`src/rtl/lsu_pkg.sv`:
```
/*
 * Shared types, op codes and APB register offsets for the LSU front end.
 * Addresses and data are fixed at 32 bits, and the ROB index is 5 bits.
 */

package lsu_pkg;

    localparam int ADDR_WIDTH = 32;

    typedef logic [ADDR_WIDTH-1:0] addr_t;
    typedef logic [31:0]           data_t;
    typedef logic [4:0]            tag_t;
    typedef logic [1:0]            op_t;
    // One bit for load, one bit for store
    typedef logic [1:0]            op_is_t;
    typedef logic [15:0]           cnt_t;
    typedef logic [7:0]            apb_addr_t;

    localparam op_t OP_LOAD  = 2'd0;
    localparam op_t OP_STORE = 2'd1;

    // APB register map, byte offsets
    localparam apb_addr_t REG_CTRL    = 8'h00;
    localparam apb_addr_t REG_LOOKUPS = 8'h04;
    localparam apb_addr_t REG_REPLAYS = 8'h08;
    localparam apb_addr_t REG_LQ_FREE = 8'h0C;

endpackage
```
`src/rtl/lsu_top.sv`:
```
/*
 * LSU front end top. An op issued with i_valid shows up two edges later.
 * No back-pressure: a new load must only be sent while an LQ entry is free.
 */

`timescale 1ns/1ps

module lsu_top #(
    parameter int LQ_DEPTH        = 8,
    parameter int SQ_DEPTH        = 8,
    parameter int DC_OFFSET_WIDTH = 5
) (
    input  logic                                          clk,
    input  logic                                          i_arst_n,
    input  logic                                          i_flush,
    input  logic                                          i_fill_en,
    input  logic [lsu_pkg::ADDR_WIDTH-1:DC_OFFSET_WIDTH]  i_fill_addr,
    input  logic                                          i_valid,
    input  lsu_pkg::op_t                                  i_op,
    input  lsu_pkg::op_is_t                               i_op_is,
    input  lsu_pkg::tag_t                                 i_tag,
    input  lsu_pkg::addr_t                                i_base,
    input  lsu_pkg::addr_t                                i_offset,
    input  lsu_pkg::data_t                                i_data,
    input  logic                                          i_retire,
    input  logic                                          i_replay,
    input  logic [LQ_DEPTH-1:0]                           i_lq_select,
    input  logic [SQ_DEPTH-1:0]                           i_sq_select,
    input  logic [LQ_DEPTH-1:0]                           i_lq_free,
    input  logic                                          i_psel,
    input  logic                                          i_penable,
    input  logic                                          i_pwrite,
    input  lsu_pkg::apb_addr_t                            i_paddr,
    input  logic [31:0]                                   i_pwdata,
    output logic                                          o_valid,
    output logic                                          o_mhq_lookup_valid,
    output logic                                          o_fill_replay,
    output lsu_pkg::op_t                                  o_op,
    output lsu_pkg::op_is_t                               o_op_is,
    output lsu_pkg::tag_t                                 o_tag,
    output lsu_pkg::addr_t                                o_addr,
    output lsu_pkg::data_t                                o_retire_data,
    output logic                                          o_retire,
    output logic [LQ_DEPTH-1:0]                           o_lq_select,
    output logic [SQ_DEPTH-1:0]                           o_sq_select,
    output logic [LQ_DEPTH-1:0]                           o_free_mask,
    output logic [31:0]                                   o_prdata,
    output logic                                          o_pready,
    output logic                                          o_pslverr
);

    import lsu_pkg::*;

    // Agen to DW
    logic                ag_valid;
    logic                ag_fill_replay;
    logic                ag_replay;
    op_t                 ag_op;
    op_is_t              ag_op_is;
    tag_t                ag_tag;
    addr_t               ag_addr;
    data_t               ag_data;
    logic                ag_retire;
    logic [LQ_DEPTH-1:0] ag_lq_select;
    logic [SQ_DEPTH-1:0] ag_sq_select;

    // DW and allocator handshake
    logic                claim_en;
    logic [LQ_DEPTH-1:0] claim_select;
    logic [LQ_DEPTH-1:0] alloc_select;

    lsu_agen_stage #(
        .LQ_DEPTH        (LQ_DEPTH),
        .SQ_DEPTH        (SQ_DEPTH),
        .DC_OFFSET_WIDTH (DC_OFFSET_WIDTH)
    ) agen_i (
        .clk           (clk),
        .i_arst_n      (i_arst_n),
        .i_flush       (i_flush),
        .i_valid       (i_valid),
        .i_op          (i_op),
        .i_op_is       (i_op_is),
        .i_tag         (i_tag),
        .i_base        (i_base),
        .i_offset      (i_offset),
        .i_data        (i_data),
        .i_retire      (i_retire),
        .i_replay      (i_replay),
        .i_lq_select   (i_lq_select),
        .i_sq_select   (i_sq_select),
        .i_fill_en     (i_fill_en),
        .i_fill_addr   (i_fill_addr),
        .o_valid       (ag_valid),
        .o_fill_replay (ag_fill_replay),
        .o_replay      (ag_replay),
        .o_op          (ag_op),
        .o_op_is       (ag_op_is),
        .o_tag         (ag_tag),
        .o_addr        (ag_addr),
        .o_data        (ag_data),
        .o_retire      (ag_retire),
        .o_lq_select   (ag_lq_select),
        .o_sq_select   (ag_sq_select)
    );

    lsu_lq_alloc #(
        .LQ_DEPTH (LQ_DEPTH)
    ) lq_alloc_i (
        .clk            (clk),
        .i_arst_n       (i_arst_n),
        .i_claim_en     (claim_en),
        .i_claim_select (claim_select),
        .i_lq_free      (i_lq_free),
        .o_alloc_select (alloc_select),
        .o_free_mask    (o_free_mask)
    );

    lsu_dw_stage #(
        .LQ_DEPTH        (LQ_DEPTH),
        .SQ_DEPTH        (SQ_DEPTH),
        .DC_OFFSET_WIDTH (DC_OFFSET_WIDTH)
    ) dw_i (
        .clk                (clk),
        .i_arst_n           (i_arst_n),
        .i_flush            (i_flush),
        .i_fill_en          (i_fill_en),
        .i_fill_addr        (i_fill_addr),
        .i_valid            (ag_valid),
        .i_fill_replay      (ag_fill_replay),
        .i_replay           (ag_replay),
        .i_op               (ag_op),
        .i_op_is            (ag_op_is),
        .i_tag              (ag_tag),
        .i_addr             (ag_addr),
        .i_data             (ag_data),
        .i_retire           (ag_retire),
        .i_lq_select        (ag_lq_select),
        .i_sq_select        (ag_sq_select),
        .i_alloc_lq_select  (alloc_select),
        .o_valid            (o_valid),
        .o_mhq_lookup_valid (o_mhq_lookup_valid),
        .o_fill_replay      (o_fill_replay),
        .o_op               (o_op),
        .o_op_is            (o_op_is),
        .o_tag              (o_tag),
        .o_addr             (o_addr),
        .o_retire_data      (o_retire_data),
        .o_retire           (o_retire),
        .o_lq_select        (o_lq_select),
        .o_sq_select        (o_sq_select),
        .o_claim_en         (claim_en),
        .o_claim_select     (claim_select)
    );

    // Fill replay is only counted for ops that survived the flush
    lsu_cfg_regs #(
        .LQ_DEPTH (LQ_DEPTH)
    ) cfg_regs_i (
        .clk            (clk),
        .i_arst_n       (i_arst_n),
        .i_psel         (i_psel),
        .i_penable      (i_penable),
        .i_pwrite       (i_pwrite),
        .i_paddr        (i_paddr),
        .i_pwdata       (i_pwdata),
        .i_lookup_event (o_mhq_lookup_valid),
        .i_replay_event (o_valid & o_fill_replay),
        .i_free_mask    (o_free_mask),
        .o_prdata       (o_prdata),
        .o_pready       (o_pready),
        .o_pslverr      (o_pslverr)
    );

endmodule

```
`src/rtl/lsu_cfg_regs.sv`:
```
/*
 * APB register block with saturating 16-bit event counters. pready is tied
 * high. Only the low 32 bits of the free mask are visible. A clear wins over
 * an event in the same cycle.
 */

`timescale 1ns/1ps

module lsu_cfg_regs #(
    parameter int LQ_DEPTH = 8
) (
    input  logic               clk,
    input  logic               i_arst_n,
    input  logic               i_psel,
    input  logic               i_penable,
    input  logic               i_pwrite,
    input  lsu_pkg::apb_addr_t i_paddr,
    input  logic [31:0]        i_pwdata,
    input  logic               i_lookup_event,
    input  logic               i_replay_event,
    input  logic [LQ_DEPTH-1:0] i_free_mask,
    output logic [31:0]        o_prdata,
    output logic               o_pready,
    output logic               o_pslverr
);

    import lsu_pkg::*;

    logic access;
    logic addr_hit;
    logic clear;
    cnt_t lookups;
    cnt_t replays;

    function automatic cnt_t sat_inc(input cnt_t cnt, input logic ev);
        return (ev && (cnt != '1)) ? cnt + 1'b1 : cnt;
    endfunction

    assign access = i_psel & i_penable;
    assign clear  = access & i_pwrite & (i_paddr == REG_CTRL) & i_pwdata[0];

    always_ff @(posedge clk or negedge i_arst_n) begin
        if (!i_arst_n) begin
            lookups <= '0;
            replays <= '0;
        end else if (clear) begin
            lookups <= '0;
            replays <= '0;
        end else begin
            lookups <= sat_inc(lookups, i_lookup_event);
            replays <= sat_inc(replays, i_replay_event);
        end
    end

    // Read mux, also used to flag unmapped addresses
    always_comb begin
        addr_hit = 1'b1;
        case (i_paddr)
            REG_CTRL:    o_prdata = '0;
            REG_LOOKUPS: o_prdata = 32'(lookups);
            REG_REPLAYS: o_prdata = 32'(replays);
            REG_LQ_FREE: o_prdata = 32'(i_free_mask);
            default: begin
                o_prdata = '0;
                addr_hit = 1'b0;
            end
        endcase
    end

    assign o_pready  = 1'b1;
    assign o_pslverr = access & ~addr_hit;

    // Access phase must follow a setup phase to the same slave
    a_apb_phase: assert property (@(posedge clk) disable iff (!i_arst_n)
        $rose(i_penable) |-> (i_psel && $past(i_psel)));

endmodule

```
`src/rtl/lsu_dw_stage.sv`:
```
/*
 * Hit-check and write-data stage. Claims a load-queue entry for new loads,
 * keeps the own entry of a replay, and blocks the miss lookup for any op
 * that collides with a fill. The claim is combinational from this stage's inputs.
 */

`timescale 1ns/1ps

module lsu_dw_stage #(
    parameter int LQ_DEPTH        = 8,
    parameter int SQ_DEPTH        = 8,
    parameter int DC_OFFSET_WIDTH = 5
) (
    input  logic                                          clk,
    input  logic                                          i_arst_n,
    input  logic                                          i_flush,
    input  logic                                          i_fill_en,
    input  logic [lsu_pkg::ADDR_WIDTH-1:DC_OFFSET_WIDTH]  i_fill_addr,
    input  logic                                          i_valid,
    input  logic                                          i_fill_replay,
    input  logic                                          i_replay,
    input  lsu_pkg::op_t                                  i_op,
    input  lsu_pkg::op_is_t                               i_op_is,
    input  lsu_pkg::tag_t                                 i_tag,
    input  lsu_pkg::addr_t                                i_addr,
    input  lsu_pkg::data_t                                i_data,
    input  logic                                          i_retire,
    input  logic [LQ_DEPTH-1:0]                           i_lq_select,
    input  logic [SQ_DEPTH-1:0]                           i_sq_select,
    input  logic [LQ_DEPTH-1:0]                           i_alloc_lq_select,
    output logic                                          o_valid,
    output logic                                          o_mhq_lookup_valid,
    output logic                                          o_fill_replay,
    output lsu_pkg::op_t                                  o_op,
    output lsu_pkg::op_is_t                               o_op_is,
    output lsu_pkg::tag_t                                 o_tag,
    output lsu_pkg::addr_t                                o_addr,
    output lsu_pkg::data_t                                o_retire_data,
    output logic                                          o_retire,
    output logic [LQ_DEPTH-1:0]                           o_lq_select,
    output logic [SQ_DEPTH-1:0]                           o_sq_select,
    output logic                                          o_claim_en,
    output logic [LQ_DEPTH-1:0]                           o_claim_select
);

    import lsu_pkg::*;

    logic                valid;
    logic                new_load;
    logic                fill_replay;
    logic [LQ_DEPTH-1:0] lq_select;

    assign valid    = i_valid & ~i_flush;
    assign new_load = valid & (i_op == OP_LOAD) & ~i_replay;

    // Conflict from agen, or a fill on the held line this cycle
    assign fill_replay = i_fill_replay |
                         (i_fill_en & (i_fill_addr == i_addr[ADDR_WIDTH-1:DC_OFFSET_WIDTH]));

    // Replayed ops already own an LQ entry
    assign lq_select = i_replay ? i_lq_select : i_alloc_lq_select;

    // A fill-replayed load comes back later, so it takes no entry now
    assign o_claim_en     = new_load & ~fill_replay;
    assign o_claim_select = i_alloc_lq_select;

    always_ff @(posedge clk or negedge i_arst_n) begin
        if (!i_arst_n) begin
            o_valid            <= 1'b0;
            o_mhq_lookup_valid <= 1'b0;
            o_fill_replay      <= 1'b0;
            o_retire           <= 1'b0;
        end else begin
            o_valid            <= valid;
            o_mhq_lookup_valid <= valid & ~fill_replay;
            o_fill_replay      <= fill_replay;
            o_retire           <= i_retire;
        end
    end

    always_ff @(posedge clk) begin
        o_op          <= i_op;
        o_op_is       <= i_op_is;
        o_tag         <= i_tag;
        o_addr        <= i_addr;
        o_retire_data <= i_data;
        o_lq_select   <= lq_select;
        o_sq_select   <= i_sq_select;
    end

    // Issue must hold back loads while the LQ is full
    a_alloc_avail: assert property (@(posedge clk) disable iff (!i_arst_n)
        new_load |-> (i_alloc_lq_select != '0));

endmodule

```
`src/rtl/lsu_lq_alloc.sv`:
```
/*
 * Load-queue allocator. Offers the lowest free entry, or zero when full.
 * There is no stall: the caller must not issue a new load into a full queue.
 */

`timescale 1ns/1ps

module lsu_lq_alloc #(
    parameter int LQ_DEPTH = 8
) (
    input  logic                clk,
    input  logic                i_arst_n,
    input  logic                i_claim_en,
    input  logic [LQ_DEPTH-1:0] i_claim_select,
    input  logic [LQ_DEPTH-1:0] i_lq_free,
    output logic [LQ_DEPTH-1:0] o_alloc_select,
    output logic [LQ_DEPTH-1:0] o_free_mask
);

    logic [LQ_DEPTH-1:0] claim_mask;

    assign claim_mask = i_claim_en ? i_claim_select : '0;

    // Isolate the lowest set bit of the free mask
    assign o_alloc_select = o_free_mask & (~o_free_mask + 1'b1);

    always_ff @(posedge clk or negedge i_arst_n) begin
        if (!i_arst_n) begin
            o_free_mask <= '1;
        end else begin
            o_free_mask <= (o_free_mask & ~claim_mask) | i_lq_free;
        end
    end

    // The DW stage may only claim the single entry that was offered as free
    a_claim_free: assert property (@(posedge clk) disable iff (!i_arst_n)
        i_claim_en |-> ($onehot(i_claim_select) && ((i_claim_select & o_free_mask) != '0)));

    // Releases come from outside and must return entries still in use
    a_release_busy: assert property (@(posedge clk) disable iff (!i_arst_n)
        (i_lq_free & o_free_mask) == '0);

endmodule

```
`src/rtl/lsu_agen_stage.sv`:
```
/*
 * Address generation stage. The sum wraps at 32 bits and is not checked
 * for alignment. A fill on the new address's line marks the op for replay.
 */

`timescale 1ns/1ps

module lsu_agen_stage #(
    parameter int LQ_DEPTH        = 8,
    parameter int SQ_DEPTH        = 8,
    parameter int DC_OFFSET_WIDTH = 5
) (
    input  logic                                          clk,
    input  logic                                          i_arst_n,
    input  logic                                          i_flush,
    input  logic                                          i_valid,
    input  lsu_pkg::op_t                                  i_op,
    input  lsu_pkg::op_is_t                               i_op_is,
    input  lsu_pkg::tag_t                                 i_tag,
    input  lsu_pkg::addr_t                                i_base,
    input  lsu_pkg::addr_t                                i_offset,
    input  lsu_pkg::data_t                                i_data,
    input  logic                                          i_retire,
    input  logic                                          i_replay,
    input  logic [LQ_DEPTH-1:0]                           i_lq_select,
    input  logic [SQ_DEPTH-1:0]                           i_sq_select,
    input  logic                                          i_fill_en,
    input  logic [lsu_pkg::ADDR_WIDTH-1:DC_OFFSET_WIDTH]  i_fill_addr,
    output logic                                          o_valid,
    output logic                                          o_fill_replay,
    output logic                                          o_replay,
    output lsu_pkg::op_t                                  o_op,
    output lsu_pkg::op_is_t                               o_op_is,
    output lsu_pkg::tag_t                                 o_tag,
    output lsu_pkg::addr_t                                o_addr,
    output lsu_pkg::data_t                                o_data,
    output logic                                          o_retire,
    output logic [LQ_DEPTH-1:0]                           o_lq_select,
    output logic [SQ_DEPTH-1:0]                           o_sq_select
);

    import lsu_pkg::*;

    addr_t addr;
    logic  fill_hit;

    assign addr = i_base + i_offset;

    // Same line as a fill arriving this cycle, so the cache data is stale
    assign fill_hit = i_fill_en & (i_fill_addr == addr[ADDR_WIDTH-1:DC_OFFSET_WIDTH]);

    always_ff @(posedge clk or negedge i_arst_n) begin
        if (!i_arst_n) begin
            o_valid       <= 1'b0;
            o_fill_replay <= 1'b0;
            o_retire      <= 1'b0;
        end else begin
            o_valid       <= i_valid & ~i_flush;
            o_fill_replay <= fill_hit;
            o_retire      <= i_retire;
        end
    end

    // Payload follows valid
    always_ff @(posedge clk) begin
        o_replay    <= i_replay;
        o_op        <= i_op;
        o_op_is     <= i_op_is;
        o_tag       <= i_tag;
        o_addr      <= addr;
        o_data      <= i_data;
        o_lq_select <= i_lq_select;
        o_sq_select <= i_sq_select;
    end

endmodule

```
`config.mk`:
```
export PLATFORM = sky130hd
export DESIGN_NAME = lsu_top
export DESIGN_NICKNAME = d
export VERILOG_FILES = /design/src/rtl/lsu_pkg.sv /design/src/rtl/lsu_top.sv /design/src/rtl/lsu_cfg_regs.sv /design/src/rtl/lsu_dw_stage.sv /design/src/rtl/lsu_lq_alloc.sv /design/src/rtl/lsu_agen_stage.sv
export SDC_FILE = /design/constraint.sdc
export NUM_CORES = 1
export LEC_CHECK = 0
export BUFFER_PORTS_ARGS = -buffer_cell sky130_fd_sc_hd__buf_2
export CAP_MARGIN = 20
export CELL_PAD_IN_SITES_DETAIL_PLACEMENT = 1
export CELL_PAD_IN_SITES_GLOBAL_PLACEMENT = 1
export CORE_UTILIZATION = 35
export DETAILED_ROUTE_END_ITERATION = 16
export PLACE_DENSITY_LB_ADDON = 0.1
export SYNTH_ARGS = -nofsm -noshare
export SYNTH_HDL_FRONTEND = slang
export SYNTH_SLANG_ARGS = --single-unit
```
`constraint.sdc`:
```
create_clock -name clk -period 3.2 [get_ports clk]
set_input_delay 0 -clock clk [delete_from_list [all_inputs] [get_ports clk]]
set_output_delay 0 -clock clk [all_outputs]
set_load 0.02 [all_outputs]
```
==> impl_metrics.json, run 1 <==
{
  "initial_core_util_pct": 36.0,
  "cp-start-kind": "input port",
  "route.detailed.drc": 0,
  "synth_area_leaders": "dfxtp_1 40%, dfrtp_1 11%, xor2_1 5.8%",
  "layout_setup_ws_ns": 0.173,
  "clkLatencyLatePin_ns": 0.52,
  "syn_inst": 837,
  "relSlewSlack_pct": 44.3,
  "pwr-share-clk_pct": 36.3,
  "end_kind": "flip-flop",
  "dp_slack_ns": -0.0734,
  "wl_um": 28600,
  "grt_overflow_total": 0,
  "reg2regPathDepth": 11,
  "antenna_found_initial": 2,
  "setup_viol": 0,
  "ys_seq_area_share_pct": 53.8,
  "hp-class": "in -> reg",
  "p_int_mw": 5.67,
  "p_leak_nw": 5.75,
  "netlist_area_um2": 8870,
  "dp_hpwl_um": 21400,
  "cts_tree": "done",
  "gr-usage-all-layers_pct": 21.7,
  "synth_top_area_cell": "dfxtp_1",
  "ys_warn_count": 0,
  "grt_pass1_wl_um": 44100,
  "finalMaxSlewViolations": 0,
  "rows": 57,
  "fp.dieW_um": 161,
  "worstSetupPathType": "in -> reg",
  "worstPathArrival_ns": 3.48,
  "vias": 7648,
  "power_density_nw_per_um2": 620,
  "synth_top_family_by_area": "simple AND/OR/NAND/NOR gates",
  "rr_startpoint": "cfg_regs_i.replays[0]",
  "worst_pin_slew_ns": 0.833,
  "place.gp.congestion": 0.842,
  "die-area_um2": 26000,
  "swShare_pct": 29.1,
  "synth_compound_area_share_pct": 12.4,
  "crit_path_top_delay_cell": "dlygate4sd3_1",
  "skew_ns": 0.0107,
  "worstReg2RegEnd": "cfg_regs_i.replays[11]",
  "synthToLayoutAreaGrowth_pct": 45.3,
  "period_share_pct": 94.6,
  "clock.fmax_mhz": 330,
  "fin_cells": 1627,
  "drv_cap": 0,
  "crit_end": "agen_i.o_fill_replay",
  "outcome": "finished clean",
  "ff2ff_setup_slack_ns": 0.73,
  "layout-drive-gt1-share_pct": 33.1,
  "htreeDepth": 1,
  "avgSynthCellArea_um2": 10.6,
  "ys_async_sr_fraction_pct": 20.8,
  "synth-xor-area-share_pct": 11.1,
  "ios": 341,
  "muxShareOfSynthArea_pct": 1.35,
  "dr.pass1.iters": 4,
  "synthSimpleGateAreaFrac_pct": 13.4,
  "layout_common_cells": "292 x buf_2, 179 x dfxtp_1, 107 x dlygate4sd3_1, 69 x nor2_1, 65 x nand2_1",
  "cp_top_family": "compound AO/OA/AOI/OAI gates",
  "busiest_layer": "met2",
  "cts_sinks": 226,
  "postRouteAntennaNets": 0,
  "drtIter0Drc": 309,
  "root_buffer": "clkbuf_16",
  "worst_path_most_repeated_cell": "and4_1",
  "portBuffers": 292,
  "nets": 1523,
  "crit_chain": "dlygate4sd3_1 -> buf_2 -> ha_1 -> and3_1 -> and4_1 -> a32o_2 -> o21ai_4 -> o21bai_2 -> a41oi_2 -> buf_4 -> xor2_1 -> a21oi_1 -> nand3_1 -> a2111oi_2 -> and4_1",
  "grt_pass1_vias": 8167,
  "ys_seq_elements": 226,
  "wl_per_cell_um": 17.6,
  "hold_viol_final": 0,
  "p_sw_mw": 2.33,
  "min_from": "i_offset[17]",
  "fillers": 2821,
  "post_drt_via_cell_ratio": 4.70,
  "vdd_ir_drop_max_mv": 0.350,
  "critical_path_peak_fanout": 6,
  "dieHeight_um": 161,
  "cp.depth": 15,
  "grt_setup_unrepaired": "no",
  "pwr-share-seq_pct": 42.7,
  "ys_types": 71,
  "final_common_cell": "buf_2",
  "min_period_ns": 3.03,
  "core_area_um2": 24600,
  "crit_path_start": "i_offset[6]",
  "grt_max_degree": 33,
  "use_met1_pct": 25.1,
  "synth-edff-count": 0,
  "synth_fa_ha_area_share_pct": 4.88,
  "p_comb_share_pct": 21.0,
  "yosysTopAreaCellShare_pct": 40.4,
  "path_clk_slew_ns": 0.06,
  "critical_path.max_stage_delay_ns": 0.57,
  "required_ns": 3.65,
  "cts.path.max_buffers": 3,
  "whs_ns": 0.0154,
  "dp.cells": 1472,
  "cp_num_buf_inv": 3,
  "synthFlopType": "dfxtp_1",
  "use_met2_pct": 41.9,
  "grt_use_met3_pct": 2.98,
  "cts_made_buffers": 25
}
[power groups by stage]
| stage | registers [mW] | clock network, mW | logic [mW] |
|---|---|---|---|
| after floorplan | 3.58 | 0 | 0.779 |
| after global placement | 3.46 | 0 | 1.52 |
| after detailed placement | 3.47 | 0 | 1.54 |
| after CTS | 3.41 | 2.95 | 1.67 |
| after global routing | 3.46 | 3.09 | 1.82 |
| final | 3.42 | 2.90 | 1.68 |
[registers in the layout, indices dropped and copies added, names as in the netlist, 5 cells and up]
signal / flops
lq_alloc_i.o_free_mask: 8
dw_i.o_addr: 32
agen_i.o_data: 32
dw_i.o_tag: 5
cfg_regs_i.replays: 16
agen_i.o_lq_select: 8
agen_i.o_addr: 32
dw_i.o_retire_data: 32
agen_i.o_sq_select: 8
dw_i.o_sq_select: 8
agen_i.o_tag: 5
cfg_regs_i.lookups: 16
dw_i.o_lq_select: 8
[worst register-to-register path, stage by stage (launching register included)]
cell and delay (ns):
dfrtp_1 0.42, ha_1 0.23, and3_1 0.19, and3_1 0.20, a41oi_1 0.28, nand4_1 0.17, nor2_1 0.24, nand2_1 0.12
nor2_1 0.18, nand2_1 0.09, xor2_1 0.16, nor2_1 0.05
[per-layer routing]
layer	vias to the layer above	part of all wire, %
met3	29	3.5
met2	179	54
met4	0	1.7
met1	3655	41
met5	-	0
li1	3785	-
[logic make-up (layout without fill, tap and decap cells)]
| group | count (synthesis) | in the layout |
|---|---|---|
| AOI/OAI and AO/OA | 165 | 165 |
| xor gates and xnor gates | 112 | 112 |
| adders and majority gates | 34 | 34 |
| buffers and inverters | 47 | 496 |
| DFF | 226 | 226 |
| muxes | 11 | 11 |
| other | 2 | 19 |
| and+or+nand+nor | 240 | 240 |
[metrics by stage]
stage	setup TNS (ns)	instance area [um2]	power [mW]	utilization (%)
final	0	12900	7.99	52.4
after global routing	0	12900	8.37	52.4
after CTS	0	12800	8.03	52.0
after detailed placement	-0.0734	10900	5.01	44.3
after global placement	-0.0107	10900	4.97	44.3
after floorplan	0	8920	4.36	-
[synth_stat cells (all sizes together), types with 4 or more instances]
library cell  instances
xor2                 59
and3                 14
o21a                  4
nor2                 70
a21oi                49
a21o                 16
a211oi                4
dfstp                 8
a31oi                 4
xnor2                53
a22oi                17
dfxtp               179
ha                   33
nor2b                 8
o211ai                5
buf                  23
o21ai                39
nand3                18
nand2                65
nor3                  7
nand2b                5
clkbuf               16
dfrtp                39
nor4                 11
nor4b                 4
mux2                  8
inv                   8
nand3b                4
nand4                18
o21bai                7
[worst min path at each step]
stage,to,cells past startpoint
after detailed placement,cfg_regs_i.lookups[8],1
after CTS,agen_i.o_addr[21],4
after global placement,cfg_regs_i.lookups[7],1
after global routing,agen_i.o_addr[21],4
after floorplan,agen_i.o_fill_replay,0
final,agen_i.o_addr[17],4
[layout make-up]
| class | count | area [um2] | share of cell area (%) |
|---|---|---|---|
| Sequential cell | 226 | 4770 | 37.0 |
| Tap cell | 324 | 405 | 3.15 |
| Clock inverter | 14 | 170 | 1.32 |
| Antenna cell | 2 | 5.00 | 0.0388 |
| Multi-Input combinational cell | 579 | 3970 | 30.8 |
| Inverter | 8 | 30.0 | 0.233 |
| Timing Repair Buffer | 443 | 2860 | 22.2 |
| Clock buffer | 31 | 668 | 5.19 |
[repair_timing]
action | 4_1_cts | 5_1_grt
hold buffers | 107 | 0
setup endpoints to repair | 0 | 1
buffers inserted | 0 | 1
hold endpoints to repair | 127 | 0
resized for setup | 0 | 17
(Power assumes the default switching activity.)
==> run 2: changes to the inputs <==
--- a/config.mk
+++ b/config.mk
@@ -9,9 +9,9 @@
 export CAP_MARGIN = 20
 export CELL_PAD_IN_SITES_DETAIL_PLACEMENT = 1
 export CELL_PAD_IN_SITES_GLOBAL_PLACEMENT = 1
-export CORE_UTILIZATION = 35
+export CORE_UTILIZATION = 37
 export DETAILED_ROUTE_END_ITERATION = 16
-export PLACE_DENSITY_LB_ADDON = 0.1
+export PLACE_DENSITY = 0.87
 export SYNTH_ARGS = -nofsm -noshare
 export SYNTH_HDL_FRONTEND = slang
 export SYNTH_SLANG_ARGS = --single-unit
==> run 2 against run 1 <==
  * Utilization increased by 3.0 points
  * Routed wire length increased by 25%
  * Die area decreased by 5.3%
  * Hold slack improved by 0.0040 ns
  * Count of clock-buffer cells in the layout decreased by 2
  * Sequential power increased by 1%
  * Clock power increased by 12%
  * Global-route usage increased by 7.2 points
  * Clock skew increased by 0.0093 ns
==> impl_metrics.json, run 2 (same netlist as run 1, synthesis figures left out) <==
{
  "htreeDepth": 1,
  "wl_um": 35900,
  "setup_viol": 0,
  "worstSetupPathType": "in -> reg",
  "cp_top_family": "compound AO/OA/AOI/OAI gates",
  "gr-usage-all-layers_pct": 28.9,
  "ff2ff_setup_slack_ns": 0.47,
  "route.detailed.drc": 0,
  "crit_chain": "buf_2 -> ha_1 -> buf_4 -> a211oi_1 -> o21ai_1 -> a32o_1 -> o21ai_2 -> o21bai_2 -> a41oi_4 -> o21ai_1 -> a21oi_4 -> o21bai_1 -> a21oi_1 -> xnor2_1 -> dlygate4sd3_1",
  "worstReg2RegEnd": "cfg_regs_i.replays[13]",
  "power_density_nw_per_um2": 652,
  "period_share_pct": 97.9,
  "grt_overflow_total": 0,
  "critical_path.max_stage_delay_ns": 0.58,
  "post_drt_via_cell_ratio": 5.09,
  "worst_pin_slew_ns": 0.672,
  "relSlewSlack_pct": 55.1,
  "p_total_mw": 8.47,
  "required_ns": 3.66,
  "portBuffers": 292,
  "skew_ns": 0.0200,
  "placed_area_um2": 11000,
  "dr.pass1.iters": 4,
  "cp_num_buf_inv": 3,
  "wl_per_cell_um": 22.0,
  "hold_viol_final": 0,
  "p_comb_share_pct": 20.9,
  "grt_pass1_wl_um": 53400,
  "clkLatencyLatePin_ns": 0.54,
  "nets": 1529,
  "cts.path.max_buffers": 3,
  "die-area_um2": 24600,
  "setup_tns_ns": 0,
  "dieHeight_um": 157,
  "stdcell_area_um2": 13000,
  "cts_tree": "done",
  "cts_sinks": 226,
  "finalMaxSlewViolations": 0,
  "hold_path_end": "agen_i.o_addr[28]",
  "ios": 341,
  "swShare_pct": 30.9,
  "p_sw_mw": 2.61,
  "grt_setup_unrepaired": "no",
  "layout_common_cells": "292 x buf_2, 179 x dfxtp_1, 98 x dlygate4sd3_1, 70 x nor2_1, 65 x nand2_1",
  "fp.dieW_um": 157,
  "reg2regPathDepth": 11,
  "rows": 56,
  "drv_cap": 0,
  "vdd_ir_drop_max_mv": 0.377,
  "core_area_um2": 23500,
  "grt_max_degree": 48,
  "crit_path_top_delay_cell": "dlygate4sd3_1",
  "layout-drive-gt1-share_pct": 33.9,
  "clock.fmax_mhz": 319,
  "drtIter0Drc": 456,
  "root_buffer": "clkbuf_16",
  "worstPathArrival_ns": 3.60,
  "cp-start-kind": "input port",
  "pwr-share-seq_pct": 40.8,
  "vias": 8302,
  "min_period_ns": 3.13,
  "place.gp.congestion": 0.930,
  "min_from": "i_offset[28]",
  "dp_hpwl_um": 22900,
  "rr_startpoint": "cfg_regs_i.replays[0]",
  "grt_pass1_vias": 9195,
  "worst_path_most_repeated_cell": "o21ai_1",
  "outcome": "finished clean",
  "whs_ns": 0.0194,
  "fillers": 2636,
  "final_common_cell": "buf_2",
  "path_clk_slew_ns": 0.07,
  "hp-class": "in -> reg",
  "p_leak_nw": 5.81,
  "hold_depth": 3,
  "end_kind": "flip-flop",
  "postRouteAntennaNets": 0,
  "p_int_mw": 5.85,
  "cts_made_buffers": 25,
  "synthToLayoutAreaGrowth_pct": 46.5,
  "antenna_found_initial": 4,
  "initial_core_util_pct": 37.8,
  "pwr-share-clk_pct": 38.2,
  "post-cts-setup-buffers": 0,
  "critical_path_peak_fanout": 4
}
==> run 2: area by class of cell <==
type                            count  area [um2]  share of cell area [%]
Inverter                            8        30.0                   0.231
Sequential cell                   226        4770                    36.7
Antenna cell                        4        10.0                  0.0771
Timing Repair Buffer              449        2890                    22.2
Multi-Input combinational cell    579        3970                    30.6
Clock buffer                       29         693                    5.34
Tap cell                          319         399                    3.07
Clock inverter                     17         226                    1.74
==> run 2: worst min-delay path: stages <==
cell and delay [ns]:
buf_2 0.08, ha_1 0.26, xnor2_2 0.13
==> run 2: worst max path at each step <==
stage | start | end | slack [ns] | cells after the start
2_1_floorplan | i_base[0] | agen_i.o_fill_replay | 0.25 | 13
3_3_place_gp | i_base[0] | agen_i.o_fill_replay | -0.00001 | 14
3_5_place_dp | i_base[0] | agen_i.o_fill_replay | -0.19 | 15
4_1_cts | i_offset[17] | agen_i.o_fill_replay | 0.03 | 15
5_1_grt | i_offset[19] | agen_i.o_fill_replay | 0.01 | 14
6_report | i_base[0] | agen_i.o_addr[31] | 0.07 | 15
==> run 2: repair_timing <==
item	CTS	global route
endpoints found under the setup margin	0	2
resized for setup	0	10
hold buffers	98	0
endpoints found under the hold margin	136	0
==> run 2: per-stage QoR <==
step | std cells | setup slack [ns] | util [%]
after floorplan | 852 | 0.254 | -
after global placement | 1482 | -0.00000977 | 46.8
after detailed placement | 1482 | -0.194 | 46.8
after CTS | 1626 | 0.0264 | 54.9
after global routing | 1631 | 0.0123 | 55.3
final | 1631 | 0.0658 | 55.3
==> run 2: power by group through the flow <==
| stage | Clock [mW] | Combinational (mW) | Sequential (mW) |
|---|---|---|---|
| after detailed placement | 0 | 1.56 | 3.48 |
| after CTS | 3.24 | 1.70 | 3.44 |
| final | 3.24 | 1.77 | 3.46 |
| after floorplan | 0 | 0.779 | 3.58 |
| after global routing | 3.40 | 1.88 | 3.49 |
| after global placement | 0 | 1.51 | 3.45 |
==> run 2: per-layer routing <==
layer	track usage [%]	part of all wire [%]	routed length (um)	up-vias
li1	-	-	-	3794
met1	30.5	37	13100	4089
met3	5.12	5.6	2000	107
met2	55.0	53	19200	312
met4	13.8	4.5	1620	0
met5	0	0	0	-
